**src/common/ntw_pkg.sv**
```systemverilog
`default_nettype none

package ntw_pkg;

    localparam logic [7:0] PROTO_ICMP = 8'h01;
    localparam logic [7:0] PROTO_TCP  = 8'h06;
    localparam logic [7:0] PROTO_UDP  = 8'h11;

    localparam int TCP_IDX   = 0;
    localparam int UDP_IDX   = 1;
    localparam int ICMP_IDX  = 2;
    localparam int NUM_LANES = 3;

    localparam logic [7:0] REPLY_TTL = 8'd64;

    typedef struct packed {
        logic [7:0]  protocol;
        logic [31:0] source_ip;
        logic [31:0] dest_ip;
        logic [15:0] length;
        logic [7:0]  ttl;
    } ip_hdr_t;

    typedef struct packed {
        logic [7:0] data;
        logic       last;
    } pay_beat_t;

endpackage

`default_nettype wire

```
**src/ip_arb_mux/ip_arb_mux.sv**
```systemverilog
`timescale 1ns/1ps
`default_nettype none

module ip_arb_mux (
    input  wire                           i_clk,
    input  wire                           i_rst,

    input  wire  [ntw_pkg::NUM_LANES-1:0] i_lane_hdr_valid,
    output logic [ntw_pkg::NUM_LANES-1:0] o_lane_hdr_ready,
    input  wire  [7:0]                    i_lane_protocol  [ntw_pkg::NUM_LANES],
    input  wire  [31:0]                   i_lane_source_ip [ntw_pkg::NUM_LANES],
    input  wire  [31:0]                   i_lane_dest_ip   [ntw_pkg::NUM_LANES],
    input  wire  [15:0]                   i_lane_length    [ntw_pkg::NUM_LANES],
    input  wire  [7:0]                    i_lane_ttl       [ntw_pkg::NUM_LANES],
    input  wire  [ntw_pkg::NUM_LANES-1:0] i_lane_pay_valid,
    output logic [ntw_pkg::NUM_LANES-1:0] o_lane_pay_ready,
    input  wire  [7:0]                    i_lane_pay_data  [ntw_pkg::NUM_LANES],
    input  wire  [ntw_pkg::NUM_LANES-1:0] i_lane_pay_last,

    output logic                          o_tx_hdr_valid,
    input  wire                           i_tx_hdr_ready,
    output logic [7:0]                    o_tx_protocol,
    output logic [31:0]                   o_tx_source_ip,
    output logic [31:0]                   o_tx_dest_ip,
    output logic [15:0]                   o_tx_length,
    output logic [7:0]                    o_tx_ttl,
    output logic                          o_tx_pay_valid,
    input  wire                           i_tx_pay_ready,
    output logic [7:0]                    o_tx_pay_data,
    output logic                          o_tx_pay_last
);

    import ntw_pkg::*;

    localparam int LW = $clog2(NUM_LANES);

    logic          locked;
    logic          hdr_done;   // header of the granted packet already sent
    logic [LW-1:0] grant;
    logic [LW-1:0] rr_ptr;
    logic          pick_found;
    logic [LW-1:0] pick_idx;
    int            cand;

    // first lane with a header, searching from the pointer
    always_comb begin
        pick_found = 1'b0;
        pick_idx   = '0;
        cand       = 0;
        for (int i = 0; i < NUM_LANES; i++) begin
            cand = (int'(rr_ptr) + i) % NUM_LANES;
            if (!pick_found && i_lane_hdr_valid[cand]) begin
                pick_found = 1'b1;
                pick_idx   = LW'(cand);
            end
        end
    end

    assign o_tx_hdr_valid = locked && !hdr_done && i_lane_hdr_valid[grant];
    assign o_tx_protocol  = i_lane_protocol[grant];
    assign o_tx_source_ip = i_lane_source_ip[grant];
    assign o_tx_dest_ip   = i_lane_dest_ip[grant];
    assign o_tx_length    = i_lane_length[grant];
    assign o_tx_ttl       = i_lane_ttl[grant];
    assign o_tx_pay_valid = locked && hdr_done && i_lane_pay_valid[grant];
    assign o_tx_pay_data  = i_lane_pay_data[grant];
    assign o_tx_pay_last  = i_lane_pay_last[grant];

    always_comb begin
        for (int k = 0; k < NUM_LANES; k++) begin
            o_lane_hdr_ready[k] = locked && !hdr_done && (grant == LW'(k)) && i_tx_hdr_ready;
            o_lane_pay_ready[k] = locked && hdr_done && (grant == LW'(k)) && i_tx_pay_ready;
        end
    end

    always_ff @(posedge i_clk) begin
        if (i_rst) begin
            locked   <= 1'b0;
            hdr_done <= 1'b0;
            grant    <= '0;
            rr_ptr   <= '0;
        end else if (!locked) begin
            if (pick_found) begin
                locked   <= 1'b1;
                hdr_done <= 1'b0;
                grant    <= pick_idx;
                rr_ptr   <= (pick_idx == LW'(NUM_LANES - 1)) ? '0 : pick_idx + 1'b1;
            end
        end else if (!hdr_done) begin
            if (o_tx_hdr_valid && i_tx_hdr_ready) begin
                hdr_done <= 1'b1;
            end
        end else if (o_tx_pay_valid && i_tx_pay_ready && o_tx_pay_last) begin
            locked <= 1'b0;   // whole packet out, rearbitrate
        end
    end

endmodule

`default_nettype wire

```
**src/ip_demux/ip_demux.sv**
```systemverilog
`timescale 1ns/1ps
`default_nettype none

module ip_demux #(
    parameter logic [31:0] LOCAL_IP = 32'hac000002
)(
    input  wire                           i_clk,
    input  wire                           i_rst,

    input  wire                           i_rx_hdr_valid,
    output logic                          o_rx_hdr_ready,
    input  wire  [7:0]                    i_rx_protocol,
    input  wire  [31:0]                   i_rx_source_ip,
    input  wire  [31:0]                   i_rx_dest_ip,
    input  wire  [15:0]                   i_rx_length,
    input  wire  [7:0]                    i_rx_ttl,
    input  wire                           i_rx_pay_valid,
    output logic                          o_rx_pay_ready,
    input  wire  [7:0]                    i_rx_pay_data,
    input  wire                           i_rx_pay_last,

    output logic [ntw_pkg::NUM_LANES-1:0] o_lane_hdr_valid,
    input  wire  [ntw_pkg::NUM_LANES-1:0] i_lane_hdr_ready,
    output logic [7:0]                    o_lane_protocol  [ntw_pkg::NUM_LANES],
    output logic [31:0]                   o_lane_source_ip [ntw_pkg::NUM_LANES],
    output logic [15:0]                   o_lane_length    [ntw_pkg::NUM_LANES],
    output logic [ntw_pkg::NUM_LANES-1:0] o_lane_pay_valid,
    input  wire  [ntw_pkg::NUM_LANES-1:0] i_lane_pay_ready,
    output logic [7:0]                    o_lane_pay_data  [ntw_pkg::NUM_LANES],
    output logic [ntw_pkg::NUM_LANES-1:0] o_lane_pay_last
);

    import ntw_pkg::*;

    localparam int LW = $clog2(NUM_LANES);

    typedef enum logic [1:0] {ST_IDLE, ST_HDR, ST_PAY, ST_DROP} state_t;

    state_t        state;
    logic          rx_open;   // high from the cycle after the FSM is idle
    logic [LW-1:0] sel;
    logic [LW-1:0] rx_lane;
    logic          rx_known;
    logic          rx_keep;
    logic          pay_done;
    logic [7:0]    hdr_protocol;
    logic [31:0]   hdr_source_ip;
    logic [15:0]   hdr_length;

    always_comb begin
        rx_known = 1'b1;
        rx_lane  = '0;
        case (i_rx_protocol)
            PROTO_TCP:  rx_lane = LW'(TCP_IDX);
            PROTO_UDP:  rx_lane = LW'(UDP_IDX);
            PROTO_ICMP: rx_lane = LW'(ICMP_IDX);
            default:    rx_known = 1'b0;
        endcase
    end

    // ttl is ignored here as each lane sets a fresh one
    assign rx_keep        = rx_known && (i_rx_dest_ip == LOCAL_IP);
    assign o_rx_hdr_ready = rx_open;
    assign pay_done       = i_rx_pay_valid && o_rx_pay_ready && i_rx_pay_last;

    always_comb begin
        o_rx_pay_ready = (state == ST_DROP);   // dropped payload drains freely
        if (state == ST_PAY) begin
            o_rx_pay_ready = i_lane_pay_ready[sel];
        end
        for (int k = 0; k < NUM_LANES; k++) begin
            o_lane_hdr_valid[k] = (state == ST_HDR) && (sel == LW'(k));
            o_lane_pay_valid[k] = (state == ST_PAY) && (sel == LW'(k)) && i_rx_pay_valid;
            o_lane_protocol[k]  = hdr_protocol;
            o_lane_source_ip[k] = hdr_source_ip;
            o_lane_length[k]    = hdr_length;
            o_lane_pay_data[k]  = i_rx_pay_data;
            o_lane_pay_last[k]  = i_rx_pay_last;
        end
    end

    always_ff @(posedge i_clk) begin
        if (i_rst) begin
            state   <= ST_IDLE;
            sel     <= '0;
            rx_open <= 1'b0;
        end else begin
            rx_open <= (state == ST_IDLE) && !(o_rx_hdr_ready && i_rx_hdr_valid);
            case (state)
                ST_IDLE: begin
                    if (o_rx_hdr_ready && i_rx_hdr_valid) begin
                        sel   <= rx_lane;
                        state <= rx_keep ? ST_HDR : ST_DROP;
                    end
                end
                ST_HDR: begin
                    if (i_lane_hdr_ready[sel]) begin
                        state <= ST_PAY;
                    end
                end
                ST_PAY, ST_DROP: begin
                    if (pay_done) begin
                        state <= ST_IDLE;
                    end
                end
                default: state <= ST_IDLE;
            endcase
        end
    end

    always_ff @(posedge i_clk) begin
        if (o_rx_hdr_ready && i_rx_hdr_valid) begin
            hdr_protocol  <= i_rx_protocol;
            hdr_source_ip <= i_rx_source_ip;
            hdr_length    <= i_rx_length;
        end
    end

endmodule

`default_nettype wire

```
**src/proto_lane/proto_lane.sv**
```systemverilog
`timescale 1ns/1ps
`default_nettype none

module proto_lane #(
    parameter logic [31:0] LOCAL_IP  = 32'hac000002,
    parameter int          HDR_DEPTH = 4,
    parameter int          PAY_DEPTH = 64
)(
    input  wire         i_clk,
    input  wire         i_rst,

    input  wire         i_hdr_valid,
    output logic        o_hdr_ready,
    input  wire  [7:0]  i_protocol,
    input  wire  [31:0] i_source_ip,
    input  wire  [15:0] i_length,
    input  wire         i_pay_valid,
    output logic        o_pay_ready,
    input  wire  [7:0]  i_pay_data,
    input  wire         i_pay_last,

    output logic        o_hdr_valid,
    input  wire         i_hdr_ready,
    output logic [7:0]  o_protocol,
    output logic [31:0] o_source_ip,
    output logic [31:0] o_dest_ip,
    output logic [15:0] o_length,
    output logic [7:0]  o_ttl,
    output logic        o_pay_valid,
    input  wire         i_pay_ready,
    output logic [7:0]  o_pay_data,
    output logic        o_pay_last
);

    import ntw_pkg::*;

    ip_hdr_t   wr_hdr;
    ip_hdr_t   rd_hdr;
    pay_beat_t wr_beat;
    pay_beat_t rd_beat;

    // reply record is built on the way in
    always_comb begin
        wr_hdr.protocol  = i_protocol;
        wr_hdr.source_ip = LOCAL_IP;
        wr_hdr.dest_ip   = i_source_ip;   // back to the sender
        wr_hdr.length    = i_length;
        wr_hdr.ttl       = REPLY_TTL;
        wr_beat.data     = i_pay_data;
        wr_beat.last     = i_pay_last;
    end

    sync_fifo #(
        .T     (ip_hdr_t),
        .DEPTH (HDR_DEPTH)
    ) u_hdr_fifo (
        .i_clk      (i_clk),
        .i_rst      (i_rst),
        .i_wr_valid (i_hdr_valid),
        .o_wr_ready (o_hdr_ready),
        .i_wr_data  (wr_hdr),
        .o_rd_valid (o_hdr_valid),
        .i_rd_ready (i_hdr_ready),
        .o_rd_data  (rd_hdr)
    );

    sync_fifo #(
        .T     (pay_beat_t),
        .DEPTH (PAY_DEPTH)
    ) u_pay_fifo (
        .i_clk      (i_clk),
        .i_rst      (i_rst),
        .i_wr_valid (i_pay_valid),
        .o_wr_ready (o_pay_ready),
        .i_wr_data  (wr_beat),
        .o_rd_valid (o_pay_valid),
        .i_rd_ready (i_pay_ready),
        .o_rd_data  (rd_beat)
    );

    assign o_protocol  = rd_hdr.protocol;
    assign o_source_ip = rd_hdr.source_ip;
    assign o_dest_ip   = rd_hdr.dest_ip;
    assign o_length    = rd_hdr.length;
    assign o_ttl       = rd_hdr.ttl;
    assign o_pay_data  = rd_beat.data;
    assign o_pay_last  = rd_beat.last;

endmodule

`default_nettype wire

```
**src/verilog/ip_proto_switch.sv**
```systemverilog
`timescale 1ns/1ps
`default_nettype none

module ip_proto_switch #(
    parameter logic [31:0] LOCAL_IP  = 32'hac000002,
    parameter int          HDR_DEPTH = 4,
    parameter int          PAY_DEPTH = 64
)(
    input  wire         i_clk,
    input  wire         i_rst,

    input  wire         i_rx_hdr_valid,
    output logic        o_rx_hdr_ready,
    input  wire  [7:0]  i_rx_protocol,
    input  wire  [31:0] i_rx_source_ip,
    input  wire  [31:0] i_rx_dest_ip,
    input  wire  [15:0] i_rx_length,
    input  wire  [7:0]  i_rx_ttl,
    input  wire         i_rx_pay_valid,
    output logic        o_rx_pay_ready,
    input  wire  [7:0]  i_rx_pay_data,
    input  wire         i_rx_pay_last,

    output logic        o_tx_hdr_valid,
    input  wire         i_tx_hdr_ready,
    output logic [7:0]  o_tx_protocol,
    output logic [31:0] o_tx_source_ip,
    output logic [31:0] o_tx_dest_ip,
    output logic [15:0] o_tx_length,
    output logic [7:0]  o_tx_ttl,
    output logic        o_tx_pay_valid,
    input  wire         i_tx_pay_ready,
    output logic [7:0]  o_tx_pay_data,
    output logic        o_tx_pay_last
);

    import ntw_pkg::*;

    // demux to lanes
    logic [NUM_LANES-1:0] lane_in_hdr_valid;
    logic [NUM_LANES-1:0] lane_in_hdr_ready;
    logic [7:0]           lane_in_protocol  [NUM_LANES];
    logic [31:0]          lane_in_source_ip [NUM_LANES];
    logic [15:0]          lane_in_length    [NUM_LANES];
    logic [NUM_LANES-1:0] lane_in_pay_valid;
    logic [NUM_LANES-1:0] lane_in_pay_ready;
    logic [7:0]           lane_in_pay_data  [NUM_LANES];
    logic [NUM_LANES-1:0] lane_in_pay_last;

    // lanes to mux
    logic [NUM_LANES-1:0] lane_out_hdr_valid;
    logic [NUM_LANES-1:0] lane_out_hdr_ready;
    logic [7:0]           lane_out_protocol  [NUM_LANES];
    logic [31:0]          lane_out_source_ip [NUM_LANES];
    logic [31:0]          lane_out_dest_ip   [NUM_LANES];
    logic [15:0]          lane_out_length    [NUM_LANES];
    logic [7:0]           lane_out_ttl       [NUM_LANES];
    logic [NUM_LANES-1:0] lane_out_pay_valid;
    logic [NUM_LANES-1:0] lane_out_pay_ready;
    logic [7:0]           lane_out_pay_data  [NUM_LANES];
    logic [NUM_LANES-1:0] lane_out_pay_last;

    ip_demux #(
        .LOCAL_IP (LOCAL_IP)
    ) u_ip_demux (
        .i_clk            (i_clk),
        .i_rst            (i_rst),
        .i_rx_hdr_valid   (i_rx_hdr_valid),
        .o_rx_hdr_ready   (o_rx_hdr_ready),
        .i_rx_protocol    (i_rx_protocol),
        .i_rx_source_ip   (i_rx_source_ip),
        .i_rx_dest_ip     (i_rx_dest_ip),
        .i_rx_length      (i_rx_length),
        .i_rx_ttl         (i_rx_ttl),
        .i_rx_pay_valid   (i_rx_pay_valid),
        .o_rx_pay_ready   (o_rx_pay_ready),
        .i_rx_pay_data    (i_rx_pay_data),
        .i_rx_pay_last    (i_rx_pay_last),
        .o_lane_hdr_valid (lane_in_hdr_valid),
        .i_lane_hdr_ready (lane_in_hdr_ready),
        .o_lane_protocol  (lane_in_protocol),
        .o_lane_source_ip (lane_in_source_ip),
        .o_lane_length    (lane_in_length),
        .o_lane_pay_valid (lane_in_pay_valid),
        .i_lane_pay_ready (lane_in_pay_ready),
        .o_lane_pay_data  (lane_in_pay_data),
        .o_lane_pay_last  (lane_in_pay_last)
    );

    // one echo lane per protocol, indexed by TCP_IDX, UDP_IDX, ICMP_IDX
    for (genvar k = 0; k < NUM_LANES; k++) begin : g_lane
        proto_lane #(
            .LOCAL_IP  (LOCAL_IP),
            .HDR_DEPTH (HDR_DEPTH),
            .PAY_DEPTH (PAY_DEPTH)
        ) u_proto_lane (
            .i_clk       (i_clk),
            .i_rst       (i_rst),
            .i_hdr_valid (lane_in_hdr_valid[k]),
            .o_hdr_ready (lane_in_hdr_ready[k]),
            .i_protocol  (lane_in_protocol[k]),
            .i_source_ip (lane_in_source_ip[k]),
            .i_length    (lane_in_length[k]),
            .i_pay_valid (lane_in_pay_valid[k]),
            .o_pay_ready (lane_in_pay_ready[k]),
            .i_pay_data  (lane_in_pay_data[k]),
            .i_pay_last  (lane_in_pay_last[k]),
            .o_hdr_valid (lane_out_hdr_valid[k]),
            .i_hdr_ready (lane_out_hdr_ready[k]),
            .o_protocol  (lane_out_protocol[k]),
            .o_source_ip (lane_out_source_ip[k]),
            .o_dest_ip   (lane_out_dest_ip[k]),
            .o_length    (lane_out_length[k]),
            .o_ttl       (lane_out_ttl[k]),
            .o_pay_valid (lane_out_pay_valid[k]),
            .i_pay_ready (lane_out_pay_ready[k]),
            .o_pay_data  (lane_out_pay_data[k]),
            .o_pay_last  (lane_out_pay_last[k])
        );
    end

    ip_arb_mux u_ip_arb_mux (
        .i_clk            (i_clk),
        .i_rst            (i_rst),
        .i_lane_hdr_valid (lane_out_hdr_valid),
        .o_lane_hdr_ready (lane_out_hdr_ready),
        .i_lane_protocol  (lane_out_protocol),
        .i_lane_source_ip (lane_out_source_ip),
        .i_lane_dest_ip   (lane_out_dest_ip),
        .i_lane_length    (lane_out_length),
        .i_lane_ttl       (lane_out_ttl),
        .i_lane_pay_valid (lane_out_pay_valid),
        .o_lane_pay_ready (lane_out_pay_ready),
        .i_lane_pay_data  (lane_out_pay_data),
        .i_lane_pay_last  (lane_out_pay_last),
        .o_tx_hdr_valid   (o_tx_hdr_valid),
        .i_tx_hdr_ready   (i_tx_hdr_ready),
        .o_tx_protocol    (o_tx_protocol),
        .o_tx_source_ip   (o_tx_source_ip),
        .o_tx_dest_ip     (o_tx_dest_ip),
        .o_tx_length      (o_tx_length),
        .o_tx_ttl         (o_tx_ttl),
        .o_tx_pay_valid   (o_tx_pay_valid),
        .i_tx_pay_ready   (i_tx_pay_ready),
        .o_tx_pay_data    (o_tx_pay_data),
        .o_tx_pay_last    (o_tx_pay_last)
    );

endmodule

`default_nettype wire

```
**src/verilog/sync_fifo.sv**
```systemverilog
`timescale 1ns/1ps
`default_nettype none

module sync_fifo #(
    parameter type T     = logic [7:0],
    parameter int  DEPTH = 4
)(
    input  wire    i_clk,
    input  wire    i_rst,

    input  wire    i_wr_valid,
    output logic   o_wr_ready,
    input  wire T  i_wr_data,

    output logic   o_rd_valid,
    input  wire    i_rd_ready,
    output T       o_rd_data
);

    localparam int AW = (DEPTH > 1) ? $clog2(DEPTH) : 1;

    T              mem [DEPTH];
    logic [AW-1:0] wr_ptr;
    logic [AW-1:0] rd_ptr;
    logic [AW:0]   count;
    logic          do_wr;
    logic          do_rd;

    assign o_wr_ready = (count != (AW+1)'(DEPTH));
    assign o_rd_valid = (count != '0);
    assign o_rd_data  = mem[rd_ptr];   // head entry, first word falls through
    assign do_wr      = i_wr_valid && o_wr_ready;
    assign do_rd      = o_rd_valid && i_rd_ready;

    always_ff @(posedge i_clk) begin
        if (do_wr) begin
            mem[wr_ptr] <= i_wr_data;
        end
    end

    always_ff @(posedge i_clk) begin
        if (i_rst) begin
            wr_ptr <= '0;
            rd_ptr <= '0;
            count  <= '0;
        end else begin
            if (do_wr) begin
                wr_ptr <= (wr_ptr == AW'(DEPTH - 1)) ? '0 : wr_ptr + 1'b1;
            end
            if (do_rd) begin
                rd_ptr <= (rd_ptr == AW'(DEPTH - 1)) ? '0 : rd_ptr + 1'b1;
            end
            case ({do_wr, do_rd})
                2'b10:   count <= count + 1'b1;
                2'b01:   count <= count - 1'b1;
                default: count <= count;   // both or neither
            endcase
        end
    end

endmodule

`default_nettype wire
```
**config.mk**
```make
export PLATFORM = sky130hd
export DESIGN_NAME = ip_proto_switch
export DESIGN_NICKNAME = d
export VERILOG_FILES = /design/src/common/ntw_pkg.sv /design/src/ip_arb_mux/ip_arb_mux.sv /design/src/ip_demux/ip_demux.sv /design/src/proto_lane/proto_lane.sv /design/src/verilog/ip_proto_switch.sv /design/src/verilog/sync_fifo.sv
export SDC_FILE = /design/constraint.sdc
export NUM_CORES = 2
export LEC_CHECK = 0
export BUFFER_PORTS_ARGS = -buffer_cell sky130_fd_sc_hd__buf_2
export CAP_MARGIN = 20
export CELL_PAD_IN_SITES_DETAIL_PLACEMENT = 1
export CELL_PAD_IN_SITES_GLOBAL_PLACEMENT = 2
export CORE_MARGIN = 5
export CORE_UTILIZATION = 40
export DETAILED_ROUTE_END_ITERATION = 6
export HOLD_SLACK_MARGIN = 0.03
export PLACE_DENSITY_LB_ADDON = 0.1
export SLEW_MARGIN = 20
export SYNTH_ARGS = -nofsm -noshare
export SYNTH_HDL_FRONTEND = slang
export SYNTH_SLANG_ARGS = --single-unit
```
**constraint.sdc**
```tcl
create_clock -name i_clk -period 4.3 [get_ports i_clk]
set_input_delay 0 -clock i_clk [delete_from_list [all_inputs] [get_ports i_clk]]
set_output_delay 0 -clock i_clk [all_outputs]
set_load 0.02 [all_outputs]
```
==> metrics list <==
- The flow ran to the end, and the final reports show no timing, DRC or antenna violations.
- Clock period minus worst slack: 4.14 ns
- Post-Route M1 WL: between 100,000 and 150,000 um
* Final Cycle Share: 0.964
- Vias after detailed routing: 48,300
* CTS tree: built
- Number of cells produced by synthesis: 4,726
- The share of total power dissipated in sequential elements is 0.524.
- Initial antenna violation count: 8
* Source-to-sink clock delay at the later pin of the worst-skew pair: around 0.94 ns
* Hold Path Class: in -> reg
- Highest signal layer in the routed design: met5
- The worst hold path was traced through 5 stages.
- Arrival @ worst endpoint: 4.14 ns
- After the flow finishes, the layout carries non-filler instances totaling ~9,000.
* Mean Syn Cell Area: between 20 and 25 um^2
* Hold-critical path endpoint: u_ip_demux.sel[1]
- Number of port buffers: 177
- The clock drives roughly 2,600 sinks.
* Endpoint of the worst-slack reg-to-reg timing path: u_ip_arb_mux.locked
* Initial DRT Pass Iterations: 5
- The synthesized design spends more area on one cell type than any other, namely edfxtp_1.
* Static Leak: about 37 nW
* Post-Synthesis Cell Area: about 100,000 um^2
- Maximum count of clock buffers along a single path: 4
* Layout cells sized above 1: 0.290
- Along the worst path, the maximum fanout reaches 32.
- Pin count of the biggest net entering global routing: 129
- RSZ-0062 raised after global routing: false
* Std-Cell Core Area: 248,000 um^2
- Clock-pin slew was measured on the worst setup and hold paths at roughly 0.060 ns.
- Startpoint of the worst-slack reg-to-reg timing path: u_ip_arb_mux.grant[0]
* Vias per cell: 5.39
* Post-synth EDFFs: about 2,500
- Total power for the finished layout comes to 52.6 mW.
- Measured along the x axis, the die boundary spans 509 um.
- Of the total power, the clock network draws 0.461.
- For this configuration, the core starts out at a cell density of 0.402.
* Sum of routed wire length over all layers: between 200,000 and 300,000 um
- Summed over all nets, wire length on met2 after detailed routing comes to 123,000 um.
* Avg WL per Cell: between 20 and 30 um
- The library cell used most frequently in the layout, excluding fill and tap cells, is edfxtp_1.
- # H-tree levels: 5
* Met3 routed WL: ~12,000 um
- Counting flops with an async set or reset pin after synthesis yields a share of 0.
* DIE AREA: between 200,000 and 300,000 um^2
- Startpoint class of the critical path: register
- Setup violations, final: 0
* Post-route DRC: 0
* R2R Setup Slk: slightly above 0.5 ns
- The most used flip-flop cell after synthesis is edfxtp_1.
* Gate power share: 0.015
- Crit. End Element: output port
* Final estimated routing congestion in global placement: between 0.7 and 0.8
- Max Fclk: approximately 240 MHz
* P_sw: about 10 mW
- Worst relative slew slack: 0.261
- FF-to-FF path depth: 10
- For this run, the share of the core covered by cells in the final layout is 0.473.
- Sequential-to-total area share from yosys stat: 0.763
- Count of nets left with antenna violations after detail routing: 0
* Cts bufs inserted: 300
* Yosys warning count: 0
- The share of synthesized area in the top cell type comes to 0.740.
- Number of global-route vias before repair: 51,600
* Switching power as a share of total power: 0.198
- Worst clock skew: 0.0716 ns
- The number of different library cells used by synthesis comes to 67.
* Highest-count cells in the layout ignoring fill and taps: edfxtp_1, mux4_2, clkbuf_16
* Global-route usage over all layers: 0.196
- Internal power comes to 42.2 mW.
* Overflow after GRT: 0
- Net count reported at finish: around 5,600
- VDD IR-drop max: ~0.40 mV
* Largest cells by area after synthesis: edfxtp_1, mux4_2, dfxtp_1
- Count of pins over their slew limit: 0
* Flops & latches, synth: 2,569
- Total Neg Setup Slack: 0 ns
- After legalization and detailed placement, the total HPWL measured 151,000 um.
- between 200 and 250 I/O pins were placed.
- Number of max-cap violations: 0
- Die height: between 500 and 600 um
* Worst Tran Pin Value: roughly 1.1 ns
* Data required time of the critical path: 4.30 ns
* Start point of the worst hold path: i_rx_protocol[4]
- Placed cell count: around 8,300
- Global-route wire length before repair: roughly 370,000 um
- Root buffer cell: clkbuf_16
* Number of failing hold endpoints at the final stage: 0
* Core Rows: roughly 180
- The setup path with the least slack is of type reg -> out.
- Post-synthesis to final-layout area growth: 17.7%
- Pwr Density: around 450 nW/um^2
- In this run, the number of DRC markers left after iteration 0 of detailed routing was 4,086.
[critical path, cell delays in order, from the launching register on]
cell and delay, ns:
dfxtp_4 0.51, buf_12 0.32, mux4_2 0.56, mux4_2 0.53
a22oi_1 0.57, o2111ai_1 0.43, buf_2 0.29
[how the worst max path moves through the flow]
stage / startpoint / to / slack [ns] / cells past startpoint
6_report: register / o_tx_pay_data[5] / 0.16 / 6
3_3_place_gp: g_lane[1].u_proto_lane.u_pay_fifo.count[1] / g_lane[1].u_proto_lane.u_pay_fifo.count[6] / 0.63 / 13
4_1_cts: register / o_tx_pay_data[0] / -0.02 / 7
2_1_floorplan: u_ip_arb_mux.grant[0] / g_lane[1].u_proto_lane.u_pay_fifo.count[6] / 0.57 / 15
3_5_place_dp: u_ip_arb_mux.locked / g_lane[1].u_proto_lane.u_pay_fifo.count[4] / 0.59 / 11
5_1_grt: register / o_tx_pay_last / 0.009 / 9
[through the flow]
stage	area (um^2)	hold slack [ns]	setup WS, ns
global placement	106000	0.176	0.628
global route	117000	0.0560	0.00863
CTS	117000	0.0355	-0.0188
floorplan	99800	0.0989	0.573
finish	117000	0.0785	0.156
detailed placement	106000	0.179	0.586
[sequential cells by signal, indices dropped and copies added (netlist names), 6 cells and up, named ones only]
register and cells:
g_lane.u_proto_lane.u_hdr_fifo.rd_ptr 6, g_lane.u_proto_lane.u_hdr_fifo.count 9, u_ip_demux.hdr_protocol 8, g_lane.u_proto_lane.u_pay_fifo.mem 1728, g_lane.u_proto_lane.u_pay_fifo.count 21, u_ip_demux.hdr_source_ip 32, u_ip_demux.hdr_length 16, g_lane.u_proto_lane.u_pay_fifo.wr_ptr 18
g_lane.u_proto_lane.u_hdr_fifo.wr_ptr 6, g_lane.u_proto_lane.u_pay_fifo.rd_ptr 18, g_lane.u_proto_lane.u_hdr_fifo.mem 672
[power by group through the flow]
stage / Combinational [mW] / Sequential, mW / Clock (mW)
after global placement: 0.693 / 28.1 / 0
after CTS: 0.823 / 27.5 / 24.9
after detailed placement: 0.720 / 28.1 / 0
after global routing: 0.871 / 27.5 / 26.0
final: 0.800 / 27.5 / 24.3
after floorplan: 0.226 / 28.0 / 0
[per-layer routing]
layer / up-vias / global-route usage
li1: 20900 / -
met1: 26000 / 0.276
met2: 1052 / 0.318
met3: 382 / 0.0342
met4: 2 / 0.0502
met5: - / 0
[synth_stat cells (13+ instances only)]
cell type,instances
and2_1,14
or3_1,26
nor2_1,307
nor3_1,24
a21oi_1,62
nand2_1,149
edfxtp_1,2456
dfxtp_1,113
mux2_2,24
ha_1,35
nor4_1,19
o22ai_1,39
clkbuf_1,136
xnor2_1,13
buf_4,44
mux2i_1,157
buf_2,49
nand3b_1,13
mux4_2,661
o21ai_0,86
inv_1,37
nand3_1,26
nand2b_1,15
buf_1,43
xor2_1,34
[layout make-up]
cell class | count | area [um^2]
fill | 22600 | 131000
sequential | 2569 | 76100
multi-input combinational | 1877 | 22400
clock buffer | 380 | 8000
timing repair buffer | 634 | 5220
tap | 3330 | 4170
clock inverter | 135 | 1280
inverter | 37 | 141
antenna | 3 | 7.51
[kinds of logic after synthesis]
kind of cell	after synthesis	share of synthesized area
buffers and inverters	313	0.0144
flip-flops	2569	0.763
multiplexers	842	0.168
XOR/XNOR	47	0.00413
other	1	0.0000376
AND/OR/NAND/NOR	661	0.0304
AO/OA/AOI/OAI	253	0.0153
adder cells (fa/ha/maj)	40	0.00520
[what timing repair did]
item | in CTS | in global routing
gates cloned | 0 | 0
setup buffers | 11 | 4
resized for setup | 8 | 3
endpoints found under the hold margin | 1344 | 0
hold buffers | 134 | 0
setup endpoints to repair | 14 | 4
(Power assumes the default switching activity.)
